<file path="config.mk">
export PLATFORM = sky130hd
export DESIGN_NAME = mem_csr
export DESIGN_NICKNAME = d
export VERILOG_FILES = /design/src/source/mem_pkg.sv /design/src/source/mem_csr.sv
export SDC_FILE = /design/constraint.sdc
export NUM_CORES = 1
export LEC_CHECK = 0
export ABC_AREA = 1
export BUFFER_PORTS_ARGS = -buffer_cell sky130_fd_sc_hd__buf_4
export CAP_MARGIN = 25
export CORE_MARGIN = 3
export CORE_UTILIZATION = 35
export CTS_CLUSTER_SIZE = 10
export DETAILED_ROUTE_END_ITERATION = 8
export HOLD_SLACK_MARGIN = 0.15
export PLACE_DENSITY = 0.66
export SLEW_MARGIN = 20
export SYNTH_ARGS = -nofsm -noshare
export SYNTH_HDL_FRONTEND = slang
export SYNTH_SLANG_ARGS = --single-unit
</file>
<file path="constraint.sdc">
create_clock -name wb_clk -period 1.3 [get_ports wb_clk]
set_input_delay 0.13 -clock wb_clk [delete_from_list [all_inputs] [get_ports wb_clk]]
set_output_delay 0.13 -clock wb_clk [all_outputs]
set_load 0.005 [all_outputs]
</file>
<file path="src/source/mem_pkg.sv">
package mem_pkg;

   ////////////////////////////////////////////////////////////
   // sizes
   ////////////////////////////////////////////////////////////
   localparam int DATA_W          = 32;  // wishbone and memory word
   localparam int ADDR_W          = 29;  // byte address, 512 Mbytes
   localparam int MEM_WORDS       = 256; // modeled array, address wraps
   localparam int READ_BURST_LEN  = 8;   // words per read-ahead refill
   localparam int BLEN_W          = 6;   // burst length field holds words - 1
   localparam int WR_FIFO_DEPTH   = 16;
   localparam int RD_FIFO_DEPTH   = 16;
   localparam int CMD_FIFO_DEPTH  = 4;
   localparam int CNT_W           = 7;   // queue fill count
   localparam int CSR_MCB_RST_BIT = 29;  // self clearing port reset
   localparam int CSR_DEBUG_BIT   = 28;  // register reads return debug word

   // burst opcodes, same codes as the controller port used to take
   typedef enum logic [2:0] {
      WRITE_AP = 3'b010, // write with auto precharge
      READ_AP  = 3'b011  // read with auto precharge
   } mem_op_e;

   typedef enum logic [2:0] {
      ST_RST, ST_IDLE, ST_WR_FIFO, ST_WR_CMD, ST_RD_FIFO, ST_RD_CMD
   } seq_state_e;

   typedef struct packed {
      mem_op_e           op;
      logic [BLEN_W-1:0] blen; // words minus one
      logic [ADDR_W-1:0] addr; // byte address of first word
   } mem_cmd_t;

   // one pipelined wishbone request
   typedef struct packed {
      logic                cyc;
      logic                stb;
      logic                we;
      logic [DATA_W/8-1:0] sel;
      logic [ADDR_W-1:0]   addr;
      logic [DATA_W-1:0]   dat;
   } wb_req_t;

   typedef struct packed {
      logic             full;
      logic             empty;
      logic [CNT_W-1:0] count;
   } fifo_stat_t;

   typedef struct packed {
      logic [DATA_W-1:0]   data;
      logic [DATA_W/8-1:0] mask; // 1 masks the byte out
   } wr_beat_t;

endpackage

</file>
<file path="src/source/mem_csr.sv">
`timescale 1ns/1ps

module mem_csr import mem_pkg::*; (
   input  logic              wb_clk,
   input  logic              mem_rst_i,
   // register wishbone
   input  logic              wbr_cyc_i,
   input  logic              wbr_stb_i,
   input  logic              wbr_we_i,
   input  logic [1:0]        wbr_addr_i,
   input  logic [DATA_W-1:0] wbr_dat_i,
   output logic              wbr_ack_o,
   output logic [DATA_W-1:0] wbr_dat_o,
   // status from the port
   input  logic [DATA_W-1:0] debug_word_i,
   output logic              port_rst_o
);

   logic [DATA_W-1:0] ctrl_q;  // control register at address 0
   logic              wr_en;

   // one write per access, the ack closes it
   assign wr_en = wbr_cyc_i & wbr_stb_i & wbr_we_i & ~wbr_ack_o & (wbr_addr_i == 2'd0);

   always_ff @(posedge wb_clk) begin
      if (mem_rst_i) begin
         ctrl_q    <= '0;
         wbr_ack_o <= 1'b0;
      end else begin
         wbr_ack_o                <= wbr_cyc_i & wbr_stb_i & ~wbr_ack_o;
         ctrl_q[CSR_MCB_RST_BIT] <= 1'b0;  // self clearing, one cycle pulse
         if (wr_en) ctrl_q <= wbr_dat_i;
      end
   end

   assign port_rst_o = mem_rst_i | ctrl_q[CSR_MCB_RST_BIT];

   // debug select overrides every address
   assign wbr_dat_o = ctrl_q[CSR_DEBUG_BIT] ? debug_word_i :
                      (wbr_addr_i == 2'd0)  ? ctrl_q : '0;

endmodule

</file>
==> results.json <==
{
  "outcome": "complete, but fails checks",
  "violations": "setup timing",
  "regArea_um2": 662,
  "synth_nets": 392,
  "hpwl_um": 3850,
  "slew-limit-headroom_pct": 86.3,
  "grt.busiest_layer": "met2",
  "synth_cell_type_count": 15,
  "avgRoutedWirePerCell_um": 11.1,
  "r2r_cells": 5,
  "io_buffers": 104,
  "synth.cell_area_um2": 1880,
  "avgSynthCellArea_um2": 5.84,
  "slew_violations": 0,
  "io_pins": 105,
  "dr.pass1.iters": 4,
  "rsz0062_at_grt": "true",
  "rows": 26,
  "dieArea_um2": 6270,
  "antenna_found_initial": 0,
  "numCtsBuffers": 5,
  "syn_to_final_growth_pct": 56.2,
  "leakage_nw": 1.60,
  "timing.fmax_ghz": 0.763,
  "route.detailed.drc": 0,
  "hold_ws_ps": 158,
  "ys_warn_count": 0,
  "min_to": "ctrl_q[30]",
  "dp_slack_ps": 221,
  "final-hold-violation-count": 0,
  "timing.rr.start": "wbr_ack_o",
  "reg2reg_slack_ps": 200,
  "clk-insertion-delay-late_ps": 280,
  "drt_iter0_markers": 114,
  "grt_pass1_wl_um": 8910,
  "reg2reg_to": "ctrl_q[9]",
  "hp-class": "input pin to register",
  "drive_gt1_share_pct": 31.1,
  "setup_ws_ps": -11.4,
  "gr-usage-met1_pct": 20.8,
  "fillerInstances": 554,
  "path_clk_slew_ps": 70,
  "finalSetupViolations": 1,
  "finalNetCount": 494,
  "worstSetupPathType": "register to output pin",
  "antenna_left": 0,
  "hold_depth": 5,
  "root_buffer": "clkbuf_8",
  "multi_input_area_um2": 981,
  "cts_buffer_depth": 2,
  "grt_pass1_vias": 1987,
  "period_share_pct": 101,
  "tightest_slew_ps": 205,
  "cts_tree": "yes",
  "start_util_pct": 36.5,
  "critPathMaxFanout": 10,
  "syn_inst": 321,
  "worstSetupEndpointType": "output pin",
  "drt_wl_total_um": 5500,
  "arrival_ps": 1180,
  "die-width_um": 79.2,
  "hold_start": "wbr_dat_i[30]",
  "core_um2": 5140,
  "ir_drop_v": 0.000478,
  "grt-ovfl-total": 0,
  "gr-usage-all-layers_pct": 17.7,
  "cap_viol_max_count": 0,
  "grt_max_degree": 33,
  "cts_max_level": 2,
  "seq_area_frac_synth_pct": 35.2,
  "startpoint_type": "register",
  "synth_area_leaders": "dfxtp_1 35%, nand2_1 19%, nand3_1 16%",
  "yosysTopAreaCell": "dfxtp_1",
  "finalCriticalPeriod_ps": 1310,
  "power_density_nw_per_um2": 831,
  "tns_ps": -11.4,
  "gp_congestion": 0.807,
  "met2_usage_pct": 31.8,
  "cts_num_sinks": 33,
  "ys_seq_elements": 33,
  "dr_total_vias": 2170,
  "yosysTopAreaCellShare_pct": 35.2,
  "met3_usage_pct": 3.74,
  "fin_worst_skew_ps": 9.79,
  "n_antenna_cell": 0,
  "fp.dieH_um": 79.2,
  "viasPerCell": 4.39,
  "required_ps": 1170
}
## routing by layer
layer | wire length (µm) | share of wire [%]
met2 | 2760 | 50
met3 | 354 | 6.4
met5 | 0 | 0
met4 | 71 | 1.3
met1 | 2320 | 42
## stage by stage
stage / area [µm²] / utilization [%] / instances / total power, mW
CTS: 2900 / 56.4 / 494 / 2.45
global placement: 2750 / 53.5 / 484 / 1.46
floorplan: 1880 / - / 321 / 1.22
finish: 2930 / 57.0 / 494 / 2.43
detailed placement: 2750 / 53.5 / 484 / 1.46
global route: 2930 / 57.0 / 494 / 2.56
## power by group
| part | switching (mW) | total [mW] | internal (mW) |
|---|---|---|---|
| clock | 0.358 | 0.983 | 0.625 |
| combinational | 0.176 | 0.408 | 0.232 |
| sequential | 0.0110 | 1.04 | 1.03 |
## cell usage in the layout, fill, tap and decap left out, drive strengths merged
cell type	n
dfxtp	33
and3	1
inv	38
nand3b	1
nand2	97
o31ai	1
nor2	67
clkbuf	7
dlygate4sd3	2
buf	115
nand3	61
bufinv	1
## how the worst max path moves through the flow
stage                          to        from  cells after the start  slack (ps)
floorplan           wbr_dat_o[10]  ctrl_q[28]                      5         250
global placement       ctrl_q[28]   wbr_ack_o                      5         260
detailed placement     ctrl_q[13]   wbr_ack_o                      5         220
CTS                 wbr_dat_o[29]  ctrl_q[28]                      3           5
global route        wbr_dat_o[29]  ctrl_q[28]                      3         -40
finish              wbr_dat_o[29]  ctrl_q[28]                      3         -10
## registers in the layout, summed over array words and instances (netlist names)
name	flops
ctrl_q	32
wbr_ack_o	1
## repair_timing
| action | in CTS | in global routing |
|---|---|---|
| resized for setup | 4 | 6 |
| hold endpoints to repair | 2 | 0 |
| pin swaps | 0 | 1 |
| endpoints found under the setup margin | 30 | 28 |
| buffers inserted | 0 | 0 |
| hold buffers | 2 | 0 |
## critical path, cell delays in order (launching register included)
cell     delay [ps]
dfxtp_2         330
buf_4           170
o31ai_4         250
buf_4           150
## cell families (layout without fill, tap and decap cells)
group	count (synthesis)	after routing	share of synthesized area, %
buffers and inverters	60	163	13.9
AOI/OAI and AO/OA	1	1	0.400
and+or+nand+nor	227	227	50.5
DFF	33	33	35.2
## area by class of cell
class / instances / share of cell area, %
multi-input combinational: 228 / 33.5
clock inverter: 1 / 1.02
timing repair buffer: 117 / 32.1
inverter: 38 / 4.87
tap: 70 / 2.99
sequential: 33 / 22.6
clock buffer: 7 / 2.95
## Yosys cell counts
| cell | n |
|---|---|
| nor2_2 | 2 |
| and3_1 | 1 |
| nor2_4 | 1 |
| clkbuf_1 | 6 |
| inv_1 | 36 |
| buf_6 | 3 |
| o31ai_1 | 1 |
| nand3b_1 | 1 |
| buf_1 | 3 |
| nand2_1 | 97 |
| buf_2 | 10 |
| nor2_1 | 64 |
| inv_2 | 2 |
| nand3_1 | 61 |
| dfxtp_1 | 33 |
No activity file was read; power rests on OpenSTA's default activity.
