--- src/source/mem_pkg.sv ---
package mem_pkg;

   ////////////////////////////////////////////////////////////
   // sizes
   ////////////////////////////////////////////////////////////
   localparam int DATA_W          = 32;  // wishbone and memory word
   localparam int ADDR_W          = 29;  // byte address, 512 Mbytes
   localparam int MEM_WORDS       = 256; // modeled array, address wraps
   localparam int READ_BURST_LEN  = 8;   // words per read-ahead refill
   localparam int BLEN_W          = 6;   // burst length field holds words - 1
   localparam int WR_FIFO_DEPTH   = 16;
   localparam int RD_FIFO_DEPTH   = 16;
   localparam int CMD_FIFO_DEPTH  = 4;
   localparam int CNT_W           = 7;   // queue fill count
   localparam int CSR_MCB_RST_BIT = 29;  // self clearing port reset
   localparam int CSR_DEBUG_BIT   = 28;  // register reads return debug word

   // burst opcodes, same codes as the controller port used to take
   typedef enum logic [2:0] {
      WRITE_AP = 3'b010, // write with auto precharge
      READ_AP  = 3'b011  // read with auto precharge
   } mem_op_e;

   typedef enum logic [2:0] {
      ST_RST, ST_IDLE, ST_WR_FIFO, ST_WR_CMD, ST_RD_FIFO, ST_RD_CMD
   } seq_state_e;

   typedef struct packed {
      mem_op_e           op;
      logic [BLEN_W-1:0] blen; // words minus one
      logic [ADDR_W-1:0] addr; // byte address of first word
   } mem_cmd_t;

   // one pipelined wishbone request
   typedef struct packed {
      logic                cyc;
      logic                stb;
      logic                we;
      logic [DATA_W/8-1:0] sel;
      logic [ADDR_W-1:0]   addr;
      logic [DATA_W-1:0]   dat;
   } wb_req_t;

   typedef struct packed {
      logic             full;
      logic             empty;
      logic [CNT_W-1:0] count;
   } fifo_stat_t;

   typedef struct packed {
      logic [DATA_W-1:0]   data;
      logic [DATA_W/8-1:0] mask; // 1 masks the byte out
   } wr_beat_t;

endpackage

--- src/source/mem_port_fifo.sv ---
`timescale 1ns/1ps

module mem_port_fifo import mem_pkg::*; #(
   parameter int WIDTH = DATA_W,
   parameter int DEPTH = 16            // power of two
) (
   input  logic             wb_clk,
   input  logic             rst_i,
   input  logic             push_i,
   input  logic [WIDTH-1:0] wdata_i,
   input  logic             pop_i,
   output logic [WIDTH-1:0] rdata_o,   // head word, valid while not empty
   output fifo_stat_t       stat_o
);

   localparam int PTR_W = $clog2(DEPTH);

   logic [WIDTH-1:0] buf_q [DEPTH];   // circular storage
   logic [PTR_W-1:0] wr_ptr_q;
   logic [PTR_W-1:0] rd_ptr_q;
   logic [CNT_W-1:0] cnt_q;
   logic             do_push;
   logic             do_pop;

   assign do_push = push_i & ~stat_o.full;  // push on full is dropped
   assign do_pop  = pop_i & ~stat_o.empty;  // pop on empty is ignored

   assign rdata_o = buf_q[rd_ptr_q];        // first word falls through
   assign stat_o  = '{full: (cnt_q == CNT_W'(DEPTH)), empty: (cnt_q == '0), count: cnt_q};

   always_ff @(posedge wb_clk) begin
      if (rst_i) begin
         wr_ptr_q <= '0;
         rd_ptr_q <= '0;
         cnt_q    <= '0;
      end else begin
         if (do_push) wr_ptr_q <= wr_ptr_q + 1'b1;  // wraps at DEPTH
         if (do_pop)  rd_ptr_q <= rd_ptr_q + 1'b1;
         case ({do_push, do_pop})
            2'b10:   cnt_q <= cnt_q + 1'b1;
            2'b01:   cnt_q <= cnt_q - 1'b1;
            default: cnt_q <= cnt_q;             // both or none
         endcase
      end
   end

   // payload only
   always_ff @(posedge wb_clk) begin
      if (do_push) buf_q[wr_ptr_q] <= wdata_i;
   end

endmodule

--- config.mk ---
export PLATFORM = sky130hd
export DESIGN_NAME = mem_port_fifo
export DESIGN_NICKNAME = d
export VERILOG_FILES = /design/src/source/mem_pkg.sv /design/src/source/mem_port_fifo.sv
export SDC_FILE = /design/constraint.sdc
export NUM_CORES = 1
export LEC_CHECK = 0
export BUFFER_PORTS_ARGS = -buffer_cell sky130_fd_sc_hd__buf_2
export CAP_MARGIN = 25
export CORE_ASPECT_RATIO = 0.5
export CORE_UTILIZATION = 55
export CTS_CLUSTER_DIAMETER = 100
export DETAILED_ROUTE_END_ITERATION = 12
export PLACE_DENSITY = 0.72
export SLEW_MARGIN = 20
export SYNTH_ARGS = -nofsm -noshare
export SYNTH_HDL_FRONTEND = slang
export SYNTH_SLANG_ARGS = --single-unit
--- constraint.sdc ---
create_clock -name wb_clk -period 9.53 [get_ports wb_clk]
set_input_delay 0.953 -clock wb_clk [delete_from_list [all_inputs] [get_ports wb_clk]]
set_output_delay 0.953 -clock wb_clk [all_outputs]
set_load 0.02 [all_outputs]
==> summary.md, run 1 <==
| Metric | Value |
|---|---|
| Outcome | finished, violations left |
| Failing checks | design-rule violations |
| Power Density | 241 mW/mm2 |
| CTS Buffer Depth | 3 |
| Vias per inst | 6.26 |
| Final net count | 1001 |
| H-tree depth | 2 |
| Post-CTS Setup Inserts | 0 |
| Final setup skew | 12.7 ps |
| Vias in the first global route | 9582 |
| Critical-path top delay cell | dfxtp_4 |
| Number of core rows | 49 |
| Ys Warns | 0 |
| Crit path cell chain | buf_4 -> mux4_2 -> mux4_2 -> buf_2 |
| I/O Pins | 77 |
| Multi-input logic area | 0.00451 mm2 |
| # diodes | 0 |
| Crit path kind | flip-flop to output port |
| Mapped Cells | 860 |
| Residual DRC | 8 |
| Ys async rst share | 0 |
| Die Width | 274 um |
| Synth cell count leaders | 512 x edfxtp_1, 160 x mux4_2, 35 x nor2_1 |
| Initial Utilization | 0.563 |
| Routed WL per cell | 27.3 um |
| Minimum clock period | 4590 ps |
| Synth unique cells | 47 |
| Initial antenna violation count | 0 |
| GRT Util Overall | 0.220 |
| CTS sink cnt | 531 |
| Most frequent cell after synthesis | edfxtp_1 |
| Via count | 9221 |
| Synthesized flop and latch total | 531 |
| GRT overflow | 0 |
| Synthesized Nets | 903 |
| Startpoint Class | flip-flop |
| Worst Tran Pin Value | 1020 ps |
| Placed wire-length estimate | 19800 um |
| Final worst path period share | 0.481 |
| Routed Antenna Nets | 0 |
| Final hold vios | 0 |
| PostCTS Resize Cnt | 0 |
| CTS hold repair buffers | 0 |
| Worst-Skew Late Latency | 550 ps |
| Post-synth top area share | 0.754 |
| CP max FO | 68 |
| Largest net degree at the start of global routing | 69 |
| Worst Setup End Kind | output port |
| Total negative slack | 0 ps |
| Pins Over Slew Limit | 0 |
| TritonRoute pass-1 iters | 11 |
| Total power | 5490 uW |
| Crit path top cell by count | mux4_2 |
| Total die area | 0.0379 mm2 |
| Fillers | 2340 |
| Number of flops mapped to enable cells by yosys | 512 |
| Area delta synth->final | 11.7% |
| CTS tree | done |
| Cell taking the most area after synthesis | edfxtp_1 |
| Register area | 0.0158 mm2 |
| Fmax | 0.218 GHz |
| Mapped Area | 0.0204 mm2 |
| Buf+Inv Stages, Crit Path | 2 |
| Sequential element share of the synthesized area | 0.773 |
| Max cap viols | 0 |
| Final Setup Violations | 0 |
| Clock Tree Root | clkbuf_16 |
| CP max stage delay | 1010 ps |
| First-pass GRT wire length | 60300 um |
| CP Data Required Time | 8580 ps |
| Reg2reg setup slack | 5820 ps |
| Cell family with most CP delay | buffers and inverters |
| RSZ-0062 raised after global routing | false |
| CP arrival | 3630 ps |
| Die H | 138 um |
| DRT iter0 DRCs | 1136 |
| Post-synth top flop | edfxtp_1 |
| Slew headroom | 0.319 |
| Max VDD drop | 0.248 mV |
| Clock Pin Slew Worst Setup and Hold Paths | 60 ps |
| Hold Path Class | flip-flop to flip-flop |
| Avg Inst Size Synth | 23.7 um2 |
| Top post-synthesis cells by area | edfxtp_1 75%, mux4_2 18%, dfxtp_1 1.9%, nor2_1 0.64%, ha_1 0.43% |
| Port buffer count | 76 |
| Area of the core | 0.0362 mm2 |
| Lkg Pwr | 0.00704 uW |
| RePlAce Congestion | 0.781 |
| Post-Route WL | 40200 um |
| Share of post-route cells with drive strength above 1 | 0.344 |
| CTS Buf Count | 44 |
==> final cells by class <==
type | instances | share of cell area
sequential | 531 | 0.692
multi-input combinational | 278 | 0.198
clock buffer | 55 | 0.0511
tap | 484 | 0.0266
timing repair buffer | 98 | 0.0248
clock inverter | 21 | 0.00621
inverter | 5 | 0.000824
==> cell usage in the layout (no fill, tap or decap), types with 3 or more instances in the layout <==
master     netlist  routed
edfxtp_1       512     512
mux4_2         160     160
buf_2           15      76
clkbuf_16        0      45
nor2_1          35      23
buf_4            3      21
dfxtp_1         19      15
clkinv_1         0      13
nor2_4           0      12
clkbuf_1        18      10
nand2_1          8       8
ha_1             7       7
nor3_2           2       6
xor2_1           6       6
inv_1            5       5
nor3_1           9       5
clkinv_2         0       5
and3b_1          3       3
xnor2_1          3       3
mux2i_1          3       3
nor2b_1          3       3
o21ai_0          3       3
==> state kept, by name, summed over array words and instances, names as in the netlist, named ones only <==
name,count
buf_q,512
cnt_q,7
wr_ptr_q,4
rd_ptr_q,4
==> tightest hold or removal path, cell delays in order (launching register included) <==
cell     delay (ps)
dfxtp_1         330
xor2_1           80
nor2_1           70
==> kinds of logic after synthesis <==
family | count (synthesis) | synth area share
buf+inv | 51 | 0.0117
flops | 531 | 0.773
mux | 167 | 0.180
xor+xnor | 9 | 0.00387
simple gates | 77 | 0.0196
compound gates | 18 | 0.00749
fa+ha+maj | 7 | 0.00430
==> through the flow <==
stage | instance area [um2] | utilization | hold WS (ps) | worst slack (ps) | instances
floorplan | 20400 | - | 472 | 5510 | 860
global placement | 21400 | 0.592 | 489 | 5320 | 1395
detailed placement | 21500 | 0.592 | 510 | 5540 | 1396
CTS | 22800 | 0.628 | 526 | 4910 | 1472
global route | 22800 | 0.628 | 549 | 4770 | 1472
finish | 22800 | 0.628 | 517 | 4940 | 1472
==> where the power goes <==
part | internal (uW) | total [uW] | switching [uW]
combinational | 526 | 1050 | 526
sequential | 2650 | 2750 | 102
clock | 916 | 1690 | 769
total | 4090 | 5490 | 1400
==> layer usage <==
layer,global-route usage,vias to the layer above,routed length [um]
li1,-,3855,-
met2,0.347,356,19800
met4,0.0380,0,500
met5,0,-,0
met1,0.331,4965,17000
met3,0.0419,45,2960
==> path summary, 6_finish.rpt <==
path                             startpoint         end  cells after the start
worst max-delay path              flip-flop  rdata_o[2]                      4
worst max register to register     cnt_q[5]    cnt_q[6]                     11
worst min-delay path            rd_ptr_q[3]   flip-flop                      2
worst min register to register  rd_ptr_q[3]   flip-flop                      2
Note: power is estimated with default switching activity, not from simulation.
==> run 2: changes to the inputs <==
Settings changed: PLACE_DENSITY 0.72 to 0.75.
Clock period 9.53 ns to 4.15 ns, I/O delays scaled along.
==> summary.md, run 2 (same netlist as run 1, synthesis figures left out) <==
| Metric | Value |
|---|---|
| Outcome | finished, violations left (unchanged) |
| Failing checks | design-rule violations (unchanged) |
| Crit path kind | flip-flop to flip-flop (was flip-flop to output port) |
| Final net count | 1009 (was 1001) |
| CTS Buffer Depth | 3 (unchanged) |
| Share of post-route cells with drive strength above 1 | 0.351 (was 0.344) |
| Post-CTS Setup Inserts | 0 (unchanged) |
| Switch Pwr | 3330 uW (was 1400 uW) |
| Hold depth | 1 (was 2) |
| Final Setup Violations | 0 (unchanged) |
| Port buffer count | 76 (unchanged) |
| Int Power | 9440 uW (was 4090 uW) |
| Slew headroom | 0.421 (was 0.319) |
| First-pass GRT wire length | 62500 um (was 60300 um) |
| HP Start | wdata_i[8] (was rd_ptr_q[3]) |
| Worst r2r dst | cnt_q[6] (unchanged) |
| Vias per inst | 6.34 (was 6.26) |
| CTS sink cnt | 531 (unchanged) |
| CP arrival | 4210 ps (was 3630 ps) |
| Max VDD drop | 0.487 mV (was 0.248 mV) |
| Worst Tran Pin Value | 868 ps (was 1020 ps) |
| H-tree depth | 2 (unchanged) |
| CTS Buf Count | 45 (was 44) |
| FF-to-FF Start | cnt_q[0] (was cnt_q[5]) |
| Largest net degree at the start of global routing | 84 (was 69) |
| Residual DRC | 4 (was 8) |
| Clock power share | 0.311 (was 0.307) |
| Die H | 138 um (unchanged) |
| Lkg Pwr | 0.00710 uW (was 0.00704 uW) |
| Most frequent cells in the layout | 512 x edfxtp_1, 160 x mux4_2, 76 x buf_2, 47 x clkbuf_16, 25 x buf_4 (was 512 x edfxtp_1, 160 x mux4_2, 76 x buf_2, 45 x clkbuf_16, 23 x nor2_1) |
| Final worst path period share | 0.908 |
| Hold Path Class | input pin to flip-flop (was flip-flop to flip-flop) |
| Reg2reg setup slack | 380 ps (was 5820 ps) |
| GRT overflow | 0 (unchanged) |
| Minimum clock period | 3770 ps |
| Routed Antenna Nets | 0 (unchanged) |
| DRT iter0 DRCs | 1083 (was 1136) |
| Area of the core | 0.0362 mm2 (unchanged) |
| CTS hold repair buffers | 0 (unchanged) |
| Initial antenna violation count | 1 (was 0) |
| Routed WL per cell | 28.0 um (was 27.3 um) |
| Die Width | 274 um (unchanged) |
| PostCTS Resize Cnt | 0 (unchanged) |
| Fillers | 2236 (was 2340) |
| Area delta synth->final | 12.3% (was 11.7%) |
| Total die area | 0.0379 mm2 (unchanged) |
| Largest Register | buf_q (unchanged) |
| Sequential power share | 0.493 (was 0.501) |
| Sw Share | 0.261 (was 0.255) |
| Vias in the first global route | 9923 (was 9582) |
| CP Data Required Time | 4590 ps (was 8580 ps) |
| Pins Over Slew Limit | 0 (unchanged) |
| # diodes | 0 (unchanged) |
| Via count | 9411 (was 9221) |
| Final hold vios | 0 (unchanged) |
| Post-Route Utilization | 0.632 (was 0.628) |
| TritonRoute pass-1 iters | 9 (was 11) |
| Max cap viols | 0 (unchanged) |
| Gate power share | 0.196 (was 0.192) |
| Number of core rows | 49 (unchanged) |
| RePlAce Congestion | 0.811 (was 0.781) |
| GRT Util Overall | 0.228 (was 0.220) |
| Initial Utilization | 0.563 (unchanged) |
| Total negative slack | 0 ps (unchanged) |
| Placed wire-length estimate | 21300 um (was 19800 um) |
| CP max FO | 15 (was 68) |
| Most common cell after layout, fill and taps aside | edfxtp_1 (unchanged) |
| Post-Route WL | 41600 um (was 40200 um) |
| Max FFs per register | 512 (unchanged) |
| End point of the worst hold path | buf_q[3][8] |
| FF-to-FF path depth | 11 (unchanged) |
| Startpoint Class | flip-flop (unchanged) |
| CTS tree | done (unchanged) |
| Fmax | 0.265 GHz |
| Final setup skew | 19.7 ps (was 12.7 ps) |
| Clock Tree Root | clkbuf_16 (unchanged) |
| Top flop regs | buf_q: 512 flops, cnt_q: 7 flops (unchanged) |
| I/O Pins | 77 (unchanged) |
| Worst Setup End Kind | flip-flop (was output port) |
| Power Density | 557 mW/mm2 (was 241 mW/mm2) |
| Worst-Skew Late Latency | 570 ps (was 550 ps) |
| Clock Pin Slew Worst Setup and Hold Paths | 70 ps (was 60 ps) |
| RSZ-0062 raised after global routing | false (unchanged) |
-- run 2: cell count changes in the layout (fill, tap and decap cells not counted), sizes merged --
cell	previous run	this run
bufinv	2	1
clkinv	18	17
inv	5	7
clkbuf	55	60
buf	98	105
-- run 2: per-layer routing --
| metal | up-vias | track usage | wire [um] |
|---|---|---|---|
| met5 | - | 0 | 0 |
| met4 | 0 | 0.0614 | 941 |
| li1 | 3870 | - | - |
| met3 | 71 | 0.0426 | 3500 |
| met1 | 4991 | 0.337 | 16700 |
| met2 | 479 | 0.357 | 20400 |
-- run 2: metrics by stage --
stage | cell area (um2) | hold slack [ps] | instances | setup WS, ps | power, uW
floorplan | 20400 | 472 | 860 | 223 | 8240
global placement | 21500 | 495 | 1403 | 612 | 8840
detailed placement | 21500 | 516 | 1403 | 447 | 8910
CTS | 22900 | 197 | 1484 | 424 | 12800
global route | 22900 | 210 | 1484 | 203 | 13200
finish | 22900 | 217 | 1484 | 382 | 12800
-- run 2: final cells by class --
type	instances	area [um2]	area share
Clock buffer	60	1220	0.0535
Clock inverter	21	126	0.00552
Inverter	5	18.8	0.000820
Multi-Input combinational cell	278	4510	0.197
Sequential cell	531	15800	0.689
Tap cell	484	606	0.0264
Timing Repair Buffer	105	648	0.0283
-- run 2: worst max-delay path, stage by stage, from the launching register on --
cell and delay [ps]:
dfxtp_1 400, or4_4 560, o31a_1 390, inv_1 100, ha_1 460, xor2_1 130
ha_1 280, or3_4 360, a2111oi_4 340, a211oi_1 110, mux2i_1 190, mux2_1 320
-- run 2: power groups by stage --
stage	sequential [uW]	clock (uW)	combinational [uW]
after floorplan	6300	0	1940
after global placement	6380	0	2460
after detailed placement	6410	0	2510
after CTS	6290	4020	2530
after global routing	6320	4210	2670
final	6290	3970	2500
-- run 2: worst max-delay path by stage --
stage,start,end,slack [ps]
5_1_grt,cnt_q[2],cnt_q[6],200
6_report,cnt_q[0],cnt_q[6],380
4_1_cts,cnt_q[0],cnt_q[6],420
3_3_place_gp,cnt_q[0],cnt_q[6],610
3_5_place_dp,cnt_q[0],cnt_q[6],450
2_1_floorplan,cnt_q[2],buf_q[0][0],220
