[src/source/mem_pkg.sv]
package mem_pkg;

   ////////////////////////////////////////////////////////////
   // sizes
   ////////////////////////////////////////////////////////////
   localparam int DATA_W          = 32;  // wishbone and memory word
   localparam int ADDR_W          = 29;  // byte address, 512 Mbytes
   localparam int MEM_WORDS       = 256; // modeled array, address wraps
   localparam int READ_BURST_LEN  = 8;   // words per read-ahead refill
   localparam int BLEN_W          = 6;   // burst length field holds words - 1
   localparam int WR_FIFO_DEPTH   = 16;
   localparam int RD_FIFO_DEPTH   = 16;
   localparam int CMD_FIFO_DEPTH  = 4;
   localparam int CNT_W           = 7;   // queue fill count
   localparam int CSR_MCB_RST_BIT = 29;  // self clearing port reset
   localparam int CSR_DEBUG_BIT   = 28;  // register reads return debug word

   // burst opcodes, same codes as the controller port used to take
   typedef enum logic [2:0] {
      WRITE_AP = 3'b010, // write with auto precharge
      READ_AP  = 3'b011  // read with auto precharge
   } mem_op_e;

   typedef enum logic [2:0] {
      ST_RST, ST_IDLE, ST_WR_FIFO, ST_WR_CMD, ST_RD_FIFO, ST_RD_CMD
   } seq_state_e;

   typedef struct packed {
      mem_op_e           op;
      logic [BLEN_W-1:0] blen; // words minus one
      logic [ADDR_W-1:0] addr; // byte address of first word
   } mem_cmd_t;

   // one pipelined wishbone request
   typedef struct packed {
      logic                cyc;
      logic                stb;
      logic                we;
      logic [DATA_W/8-1:0] sel;
      logic [ADDR_W-1:0]   addr;
      logic [DATA_W-1:0]   dat;
   } wb_req_t;

   typedef struct packed {
      logic             full;
      logic             empty;
      logic [CNT_W-1:0] count;
   } fifo_stat_t;

   typedef struct packed {
      logic [DATA_W-1:0]   data;
      logic [DATA_W/8-1:0] mask; // 1 masks the byte out
   } wr_beat_t;

endpackage

[src/source/mem_wb_sequencer.sv]
`timescale 1ns/1ps

module mem_wb_sequencer import mem_pkg::*; (
   input  logic              wb_clk,
   input  logic              port_rst_i,
   // memory wishbone, pipelined
   input  wb_req_t           wbm_req_i,
   output logic              wbm_ack_o,
   output logic              wbm_stall_o,
   output logic [DATA_W-1:0] wbm_dat_o,
   // command queue
   output mem_cmd_t          cmd_o,
   output logic              cmd_push_o,
   input  fifo_stat_t        cmd_stat_i,
   // write queue
   output wr_beat_t          wr_beat_o,
   output logic              wr_push_o,
   input  fifo_stat_t        wr_stat_i,
   // read queue
   input  logic [DATA_W-1:0] rd_data_i,
   output logic              rd_pop_o,
   input  fifo_stat_t        rd_stat_i,
   output logic [CNT_W-1:0]  rd_left_o
);

   seq_state_e        state_q;
   logic [CNT_W-1:0]  stb_cnt;    // beats accepted in this block
   logic [CNT_W-1:0]  ack_cnt;    // read acks given in this block
   logic [ADDR_W-1:0] adr_beg;    // first address of write batch
   logic [ADDR_W-1:0] adr_next;   // address of next word in read queue
   logic [CNT_W-1:0]  rd_left;    // words queued or in flight for us
   logic              rd_dummy;   // stale words being thrown away
   logic              beat_ok;
   logic              rd_beat;
   logic              addr_hit;
   logic              drain_pop;
   logic              ack_pop;

   ////////////////////////////////////////////////////////////
   // beat acceptance and queue strobes
   ////////////////////////////////////////////////////////////
   assign wbm_stall_o = wr_stat_i.full | cmd_stat_i.full;
   assign beat_ok     = wbm_req_i.cyc & wbm_req_i.stb & ~wbm_stall_o;
   assign rd_beat     = beat_ok & ~wbm_req_i.we;
   assign wr_push_o   = beat_ok & wbm_req_i.we;   // every write beat goes to the queue
   assign wr_beat_o   = '{data: wbm_req_i.dat, mask: ~wbm_req_i.sel};
   assign rd_left_o   = rd_left;

   // read-ahead holds the requested word, nothing left to discard
   assign addr_hit  = (wbm_req_i.addr == adr_next) & (rd_left != '0) & ~rd_dummy;
   assign drain_pop = rd_dummy & (rd_left != '0) & ~rd_stat_i.empty;

   always_comb begin
      ack_pop = 1'b0;
      case (state_q)
         ST_IDLE:    ack_pop = rd_beat & addr_hit & ~rd_stat_i.empty;
         ST_RD_FIFO: ack_pop = wbm_req_i.cyc & ((ack_cnt != stb_cnt) | rd_beat) &
                               ~rd_dummy & ~rd_stat_i.empty;
         default:    ack_pop = 1'b0;
      endcase
   end

   assign rd_pop_o = drain_pop | ack_pop;   // never both, split by rd_dummy

   ////////////////////////////////////////////////////////////
   // main state machine
   ////////////////////////////////////////////////////////////
   always_ff @(posedge wb_clk) begin
      if (port_rst_i) begin
         state_q    <= ST_RST;
         wbm_ack_o  <= 1'b0;
         cmd_push_o <= 1'b0;
         stb_cnt    <= '0;
         ack_cnt    <= '0;
         rd_left    <= '0;
         rd_dummy   <= 1'b0;
         adr_next   <= '0;
      end else begin
         wbm_ack_o  <= wr_push_o;                  // write ack one cycle after accept
         cmd_push_o <= 1'b0;
         if (beat_ok) stb_cnt <= stb_cnt + 1'b1;
         if (rd_pop_o) rd_left <= rd_left - 1'b1;
         if (ack_pop) begin
            wbm_ack_o <= 1'b1;
            wbm_dat_o <= rd_data_i;
            ack_cnt   <= ack_cnt + 1'b1;
            adr_next  <= adr_next + ADDR_W'(DATA_W / 8);
         end
         // drain done
         if (rd_dummy && rd_left == '0) begin
            if (state_q == ST_RD_FIFO || state_q == ST_RD_CMD) begin
               rd_left <= CNT_W'(READ_BURST_LEN);  // fresh burst follows the stale words
            end else begin
               rd_left <= '0;                      // after a write
            end
            rd_dummy <= 1'b0;
         end
         case (state_q)
            ST_RST: begin
               if (!wbm_req_i.cyc) begin          // let a running cycle end
                  rd_left  <= '0;
                  rd_dummy <= 1'b0;
                  state_q  <= ST_IDLE;
               end
            end
            ST_IDLE: begin
               stb_cnt <= CNT_W'(beat_ok);
               ack_cnt <= CNT_W'(ack_pop);
               if (beat_ok) begin
                  adr_beg <= wbm_req_i.addr;
                  if (wbm_req_i.we) begin
                     state_q <= ST_WR_FIFO;
                  end else if (addr_hit) begin
                     state_q <= ST_RD_FIFO;        // acked now or when the word lands
                  end else begin
                     // miss, throw away leftovers and fetch a new burst
                     rd_dummy <= 1'b1;
                     adr_next <= wbm_req_i.addr;
                     cmd_o    <= '{op: READ_AP, blen: BLEN_W'(READ_BURST_LEN - 1),
                                   addr: wbm_req_i.addr};
                     if (cmd_stat_i.full) begin
                        state_q <= ST_RD_CMD;
                     end else begin
                        cmd_push_o <= 1'b1;
                        state_q    <= ST_RD_FIFO;
                     end
                  end
               end
            end
            ST_WR_FIFO: begin
               if (wr_stat_i.full || !wbm_req_i.cyc) begin
                  cmd_o    <= '{op: WRITE_AP, blen: BLEN_W'(stb_cnt - 1'b1), addr: adr_beg};
                  rd_dummy <= 1'b1;                // every write empties the read-ahead
                  if (cmd_stat_i.full) begin
                     state_q <= ST_WR_CMD;
                  end else begin
                     cmd_push_o <= 1'b1;
                     state_q    <= ST_IDLE;
                  end
               end
            end
            ST_WR_CMD: begin
               if (!cmd_stat_i.full) begin
                  cmd_push_o <= 1'b1;
                  state_q    <= ST_IDLE;
               end
            end
            ST_RD_FIFO: begin
               if (wbm_req_i.cyc && ((ack_cnt != stb_cnt) || rd_beat)) begin
                  // buffer used up in mid cycle, refill from next address
                  if (!rd_dummy && rd_left == '0 && ack_cnt != '0) begin
                     cmd_o   <= '{op: READ_AP, blen: BLEN_W'(READ_BURST_LEN - 1),
                                  addr: adr_next};
                     rd_left <= CNT_W'(READ_BURST_LEN);
                     if (cmd_stat_i.full) begin
                        state_q <= ST_RD_CMD;
                     end else begin
                        cmd_push_o <= 1'b1;
                     end
                  end
               end else begin
                  state_q <= ST_IDLE;              // all acked or cycle gone
               end
            end
            ST_RD_CMD: begin
               if (!cmd_stat_i.full) begin
                  cmd_push_o <= 1'b1;              // command prepared earlier
                  state_q    <= ST_RD_FIFO;
               end
            end
            default: state_q <= ST_RST;
         endcase
      end
   end

endmodule

[config.mk]
export PLATFORM = sky130hd
export DESIGN_NAME = mem_wb_sequencer
export DESIGN_NICKNAME = d
export VERILOG_FILES = /design/src/source/mem_pkg.sv /design/src/source/mem_wb_sequencer.sv
export SDC_FILE = /design/constraint.sdc
export NUM_CORES = 1
export LEC_CHECK = 0
export BUFFER_PORTS_ARGS = -buffer_cell sky130_fd_sc_hd__buf_2
export CAP_MARGIN = 20
export CELL_PAD_IN_SITES_DETAIL_PLACEMENT = 0
export CELL_PAD_IN_SITES_GLOBAL_PLACEMENT = 1
export CORE_MARGIN = 8
export CORE_UTILIZATION = 34
export DETAILED_ROUTE_END_ITERATION = 7
export GPL_ROUTABILITY_DRIVEN = 0
export PLACE_DENSITY_LB_ADDON = 0.05
export RECOVER_POWER = 25
export SLEW_MARGIN = 10
export SYNTH_ARGS = -nofsm -noshare
export SYNTH_HDL_FRONTEND = slang
export SYNTH_SLANG_ARGS = --single-unit
export TNS_END_PERCENT = 5
[constraint.sdc]
create_clock -name wb_clk -period 4.1 [get_ports wb_clk]
set_input_delay 0.615 -clock wb_clk [delete_from_list [all_inputs] [get_ports wb_clk]]
set_output_delay 0.615 -clock wb_clk [all_outputs]
set_load 0.03 [all_outputs]
==> run metrics, run 1 <==
outcome=completed; Mapped Area=7141 µm²; Power Dens Cells=511.3 nW/µm²; Yosys reg bits=153; Clock Tree Buf Depth=2; startpoint types=register; final setup fails=0; Post-synth top flop=edfxtp_1; # DRC=0; Logic pwr share=21.9%; synth cell count leaders=nand2_1, edfxtp_1, nor2_1; Int Power=0.002961 W; WS Path Type=reg -> out; n_diodes=0; fmax=0.2764 GHz; clock root cell=clkbuf_16; most frequent cell after synthesis=nand2_1; largest net degree at the start of global routing=39; GRT overflow=0; Gate Count Post-Synth=677; routed wire length=19190 µm; DR vias/cell=4.817; CTS tree=done; initial antenna violation count=0; Std-Cell Rows=53; CTS Hold Bufs=0; FFs w/ async S/R, synth=0%; Worst-path clk slew=0.07 ns; synthesized area per cell=10.55 µm²; Clock Power Share=34.9%; Port Buffers=156; clk sinks=153; Data required, critical path=3.48 ns; Nets=931; Seq/Total Area, Yosys=56.49%; vias in the first global route=5263; Sum Neg Setup Slack=0 ns; crit share post-route=88.25%; Synth cell types=52; fin crit period=3.618 ns; Tot Pwr=0.004366 W; area fraction of the dominant cell type after synthesis=40.79%; Num CTS Buffers=17; die area=25900 µm²; WL/cell=17.70 µm; DR pass1 iterations=4; P_sw=0.001405 W; Rel. slew slack=34.45%; sequential share of power=43.2%; share of post-route cells with drive strength above 1=23.24%; die span in x=160.9 µm; Area Growth Syn to Fin=19.59%; post_cts resized=0; via count=5222; first-pass GRT wire length=30360 µm; worst slew pin tran=0.9767 ns; Final Max Tran Viols=0; Pleak=3.264 nW; Final Hold Vio Count=0; Hold Crit Class=in -> reg; Post-DP HPWL=13650 µm; CP endpoint kind=output port; Total GRT Usage=14.85%; H-tree depth=4; post-CTS setup repair buffer count=0; Sw Ratio=32.19%; Synth area leader=edfxtp_1; Post-synth EDFFs=97; Clock Skews=0.009400 ns; Worst Path Arrival=3.00 ns; worst-path maximum fanout=11; Starting DRT DRC Count=299; Placeable Area=20820 µm²; Synthesized Nets=812; Starting Density=34.29%; Yosys warnings=0; peak supply drop=0.2496 mV; IO Pins=247; top cells by area, synth=edfxtp_1, dfxtp_1, xor2_1; Vert. Die Dim=160.9 µm; RSZ-0062 raised after global routing=false; worst-skew pair later-pin latency=0.42 ns; DRT antenna net count=0; maxcap violations=0
==> layout make-up <==
| class | instances | area [µm²] |
|---|---|---|
| fillers | 2076 | 12280 |
| flip-flops and latches | 153 | 4034 |
| multi-input cells | 438 | 2673 |
| repair buffers | 170 | 862.1 |
| clock buffers | 17 | 425.4 |
| well taps | 275 | 344.1 |
| clock inverters | 15 | 141.4 |
| inverters | 16 | 60.06 |
==> metal layers <==
| layer | wire, µm | GRT usage, % |
|---|---|---|
| met1 | 8639 | 18.89 |
| met2 | 9346 | 24.35 |
| met3 | 907 | 3.199 |
| met4 | 295 | 5.513 |
| met5 | 0 | 0 |
==> flip-flops by register name, indices dropped and copies added, names as in the netlist <==
| signal | flops |
|---|---|
| ack_cnt | 7 |
| adr_beg | 29 |
| adr_next | 29 |
| cmd_o | 36 |
| cmd_push_o | 1 |
| rd_dummy | 1 |
| rd_left_o | 7 |
| state_q | 3 |
| stb_cnt | 7 |
| wbm_ack_o | 1 |
| wbm_dat_o | 32 |
==> kinds of logic after synthesis <==
kind of cell / after synthesis / share of synthesized area, %
xor+xnor: 80 / 9.812
flops: 153 / 56.49
simple gates: 254 / 16.59
mux: 4 / 0.5607
compound gates: 92 / 9.007
other cells: 2 / 0.1052
fa+ha+maj: 6 / 1.051
buf+inv: 86 / 6.378
==> stage by stage <==
step / hold slack (ns) / setup slack [ns] / instance area (µm²) / std cells / utilization [%]
floorplan: 0.4843 / 0.02147 / 7141 / 677 / -
global placement: 0.5108 / 0.5851 / 8009 / 1052 / 38.46
detailed placement: 0.5244 / 0.5764 / 8009 / 1052 / 38.46
CTS: 0.3356 / 0.4393 / 8576 / 1084 / 41.19
global route: 0.3347 / 0.2179 / 8539 / 1084 / 41.01
finish: 0.3606 / 0.4816 / 8539 / 1084 / 41.01
==> power groups by stage <==
stage	clock [W]	sequential [W]	combinational [W]
CTS	0.00158	0.00189	0.000990
floorplan	0	0.00204	0.000578
global placement	0	0.00192	0.000977
detailed placement	0	0.00192	0.000988
global route	0.00164	0.00190	0.00107
finish	0.00152	0.00189	0.000956
==> path summary, 6_finish.rpt <==
path / start / end / slack, ns / cells after the start
max: state_q[0] / rd_pop_o / 0.48 / 7
min: rd_data_i[8] / wbm_dat_o[8] / 0.36 / 1
max reg2reg: rd_left_o[0] / adr_next[12] / 0.81 / 10
min reg2reg: rd_left_o[1] / rd_left_o[1] / 0.53 / 2
==> worst max-delay path, cell delays in order (launching register included) <==
cell,delay [ns]
dfxtp_1,0.55
nor3b_1,0.23
buf_4,0.17
nand2_1,0.10
or4_4,0.44
nor4b_4,0.35
o21bai_1,0.41
buf_2,0.33
==> placed cells by master (no fill, tap or decap), types with 5 or more instances in the layout <==
cell and n:
a211oi_1 22, a21oi_1 12, a22oi_1 30, buf_2 127, buf_4 13, clkbuf_1 29, clkbuf_16 17, dfxtp_1 56
edfxtp_1 97, ha_1 6, inv_1 16, nand2_1 100, nand2b_1 5, nand3_1 12, nand4_1 7, nor2_1 68
nor3_1 18, nor4_1 11, o21ai_0 10, xnor2_1 25, xor2_1 55
(Power assumes the default switching activity.)
==> inputs of run 2 (changes only) <==
Settings changed: MAX_ROUTING_LAYER set to met4.
==> run metrics, run 2 (synthesis results as in run 1) <==
IO Pins=247; die span in x=160.9 µm; crit share post-route=88.26%; Nets=931; DR vias/cell=4.830; Port Buffers=156; H-tree depth=4; DP Worst Slack=0.5764 ns; fmax=0.2763 GHz; CTS tree=done; Final Core Density=41.01%; Std-Cell Rows=53; Post-DP HPWL=13650 µm; worst-path maximum fanout=11; Pleak=3.264 nW; routed wire length=19180 µm; vias in the first global route=5257; Final Max Tran Viols=0; first-pass GRT wire length=30370 µm; commonest non-fill, non-tap cells in the layout=buf_2, nand2_1, edfxtp_1; Worst Path Arrival=3.00 ns; Sum Neg Setup Slack=0 ns; Clock Skews=0.009252 ns; Worst-path clk slew=0.07 ns; # DRC=0; clk sinks=153; fin crit period=3.619 ns; Power Dens Cells=511.4 nW/µm²; clock root cell=clkbuf_16; post-CTS setup repair buffer count=0; GRT overflow=0; Starting DRT DRC Count=276; share of post-route cells with drive strength above 1=23.24%; Largest regs=cmd_o x36, wbm_dat_o x32; outcome=completed; Int Power=0.002961 W; Area Growth Syn to Fin=19.59%; die area=25900 µm²; peak supply drop=0.2499 mV; sequential share of power=43.2%; maxcap violations=0; WL/cell=17.69 µm; post_cts resized=0; final worst slack=0.4811 ns; WS Path Type=reg -> out; Placeable Area=20820 µm²; Hold Crit Class=in -> reg; Total GRT Usage=15.27%; DRT antenna net count=0; worst slew pin tran=0.9689 ns; startpoint types=register; Data required, critical path=3.48 ns; via count=5236; Reg with most FFs=cmd_o; Starting Density=34.29%; Rel. slew slack=34.97%; final setup fails=0; Final Hold Vio Count=0; CP endpoint kind=output port; Clock Tree Buf Depth=2; Logic pwr share=21.9%; hold slack=0.3614 ns; largest net degree at the start of global routing=39; commonest non-fill, non-tap cell in the layout=buf_2; n_diodes=0; worst-skew pair later-pin latency=0.42 ns; P_sw=0.001407 W; CTS Hold Bufs=0; Num CTS Buffers=17; DR pass1 iterations=5; Clock Power Share=34.9%; max reg flops=36; Vert. Die Dim=160.9 µm; initial antenna violation count=0; Sw Ratio=32.21%; RSZ-0062 raised after global routing=false
-- run 2: cell counts in the layout (fill, tap and decap cells not counted) --
No cell type changed its count.
-- run 2: worst paths after layout --
kind	slack (ns)	depth (start not counted)	from	to
setup / recovery	0.48	7	state_q[0]	rd_pop_o
hold / removal	0.36	1	rd_data_i[8]	wbm_dat_o[8]
setup reg to reg	0.81	10	rd_left_o[0]	adr_next[12]
hold reg to reg	0.53	2	rd_left_o[1]	rd_left_o[1]
-- run 2: layer usage --
| metal | track usage, % | up-vias | routed length (µm) |
|---|---|---|---|
| met4 | 5.513 | 0 | 310 |
| met5 | - | - | 0 |
| li1 | - | 2580 | - |
| met3 | 3.046 | 34 | 708 |
| met1 | 19.00 | 2504 | 8813 |
| met2 | 24.31 | 118 | 9344 |
-- run 2: power groups by stage --
stage | Sequential [W] | Clock [W] | Combinational [W]
2_1_floorplan | 0.00204 | 0 | 0.000578
3_3_place_gp | 0.00192 | 0 | 0.000977
3_5_place_dp | 0.00192 | 0 | 0.000988
4_1_cts | 0.00189 | 0.00158 | 0.000990
5_1_grt | 0.00190 | 0.00163 | 0.00107
6_report | 0.00189 | 0.00152 | 0.000956
-- run 2: final cells by class --
class | count | area [µm²]
inverter | 16 | 60.06
multi-input combinational | 438 | 2673
tap | 275 | 344.1
clock inverter | 15 | 141.4
fill | 2076 | 12280
clock buffer | 17 | 425.4
sequential | 153 | 4034
timing repair buffer | 170 | 862.1
-- run 2: through the flow --
| step | total power [W] | cell area (µm²) | std cells |
|---|---|---|---|
| 2_1_floorplan | 0.002618 | 7141 | 677 |
| 3_3_place_gp | 0.002895 | 8009 | 1052 |
| 3_5_place_dp | 0.002908 | 8009 | 1052 |
| 4_1_cts | 0.004453 | 8576 | 1084 |
| 5_1_grt | 0.004601 | 8539 | 1084 |
| 6_report | 0.004367 | 8539 | 1084 |
-- run 2: worst max-delay path, stage by stage (launching register included) --
cell and delay, ns:
dfxtp_1 0.55, nor3b_1 0.23, buf_4 0.17, nand2_1 0.10, or4_4 0.44, nor4b_4 0.34
o21bai_1 0.41, buf_2 0.33
==> inputs of run 3 (changes only) <==
--- a/config.mk
+++ b/config.mk
@@ -11,3 +11,2 @@
 export CELL_PAD_IN_SITES_GLOBAL_PLACEMENT = 1
-export CORE_MARGIN = 8
 export CORE_UTILIZATION = 34
@@ -16,3 +15,3 @@
 export MAX_ROUTING_LAYER = met4
-export PLACE_DENSITY_LB_ADDON = 0.05
+export PLACE_DENSITY_LB_ADDON = 0.1
 export RECOVER_POWER = 25
==> constraint.sdc (replaced) <==
create_clock -name wb_clk -period 4.1 [get_ports wb_clk]
set_input_delay 0.41 -clock wb_clk [delete_from_list [all_inputs] [get_ports wb_clk]]
set_output_delay 0.41 -clock wb_clk [all_outputs]
set_load 0.03 [all_outputs]
==> run metrics, run 3 (synthesis results as in run 1) <==
worst-skew pair later-pin latency=0.42 ns; Power Dens Cells=515.1 nW/µm²; Starting DRT DRC Count=341; Final Max Tran Viols=0; hold slack=0.1559 ns; Logic pwr share=21.8%; DRT antenna net count=0; outcome=completed; Worst Path Arrival=2.97 ns; clk sinks=153; Pleak=3.285 nW; fmax=0.2961 GHz; Largest regs=cmd_o x36, wbm_dat_o x32; Clock Skews=0.01145 ns; Int Power=0.002932 W; Area Growth Syn to Fin=19.84%; routed wire length=18130 µm; Reg with most FFs=cmd_o; Post-DP HPWL=13060 µm; Layout Cells excl Fill=1080; Placeable Area=20430 µm²; Hold Crit Class=in -> reg; DP Worst Slack=0.7778 ns; commonest non-fill, non-tap cells in the layout=buf_2, nand2_1, edfxtp_1; Total GRT Usage=17.90%; max reg flops=36; Buf/Inv on CP=1; worst slew pin tran=0.7235 ns; maxcap violations=0; CTS Hold Bufs=0; WL/cell=16.78 µm; Final Core Density=41.89%; Clock Tree Buf Depth=2; via count=5266; die area=21590 µm²; H-tree depth=4; IO Pins=247; fin crit period=3.377 ns; GRT overflow=0; P_sw=0.001476 W; Worst-path clk slew=0.07 ns; DR pass1 iterations=6; Vert. Die Dim=146.9 µm; Starting Density=34.95%; RSZ-0062 raised after global routing=false; # DRC=0; worst path cell trace=nor3b_1 -> nand2_1 -> or4_4 -> nor4b_4 -> o21bai_1 -> buf_2; fillcell total=2042; WS Path Type=reg -> out; worst-path maximum fanout=11; n_diodes=0; largest net degree at the start of global routing=37; placed insts=1047; post_cts resized=0; peak supply drop=0.2370 mV; first-pass GRT wire length=29260 µm; clock root cell=clkbuf_16; vias in the first global route=5264; Final Hold Vio Count=0; share of post-route cells with drive strength above 1=23.33%; die span in x=146.9 µm; slowest stage delay, CP=0.56 ns; commonest non-fill, non-tap cell in the layout=buf_2; Data required, critical path=3.69 ns; Rel. slew slack=51.66%; final worst slack=0.7233 ns; Std-Cell Rows=52; CTS tree=done; Slowest cell on crit path=dfxtp_1; Port Buffers=156; Sum Neg Setup Slack=0 ns; DR vias/cell=4.876; crit share post-route=82.36%; post-CTS setup repair buffer count=0; Nets=932; startpoint types=register; Num CTS Buffers=17; Sw Ratio=33.49%; multi-input gate area in the final layout=2673 µm²; initial antenna violation count=0; final setup fails=0; FF/Latch Area=4034 µm²; CP endpoint kind=output port; Clock Power Share=35.5%; Top Family by Delay on Critical Path=simple AND/OR/NAND/NOR gates; sequential share of power=42.8%
[run 3: layout make-up]
| type | instances | area share [%] |
|---|---|---|
| Clock buffer | 17 | 4.971 |
| Timing Repair Buffer | 171 | 10.00 |
| Inverter | 16 | 0.7019 |
| Clock inverter | 15 | 2.003 |
| Sequential cell | 153 | 47.14 |
| Multi-Input combinational cell | 438 | 31.23 |
| Tap cell | 270 | 3.948 |
[run 3: metal layers]
metal	global-route usage (%)	share of wire (%)	routed length [µm]
met5	-	0	0
met4	4.639	0.73	132
met3	3.727	5.2	948
met2	27.73	47	8443
met1	23.84	47	8601
[run 3: stage by stage]
stage | power [W] | area [µm²]
6_report | 0.004408 | 8557
5_1_grt | 0.004649 | 8557
4_1_cts | 0.004476 | 8587
3_5_place_dp | 0.002903 | 7990
3_3_place_gp | 0.002889 | 7990
2_1_floorplan | 0.002618 | 7141
[run 3: power groups by stage]
stage / logic (W) / registers (W) / clock network, W
global placement: 0.000972 / 0.00192 / 0
CTS: 0.000985 / 0.00189 / 0.00161
global route: 0.00106 / 0.00190 / 0.00168
detailed placement: 0.000983 / 0.00192 / 0
floorplan: 0.000578 / 0.00204 / 0
finish: 0.000961 / 0.00188 / 0.00156
[run 3: worst paths after layout]
check,to,cells past startpoint,slack [ns],from
setup / recovery,rd_pop_o,6,0.72,state_q[0]
hold reg to reg,ack_cnt[1],2,0.54,ack_cnt[1]
setup reg to reg,cmd_o[17],8,0.83,rd_left_o[0]
hold / removal,wbm_dat_o[15],1,0.16,rd_data_i[15]
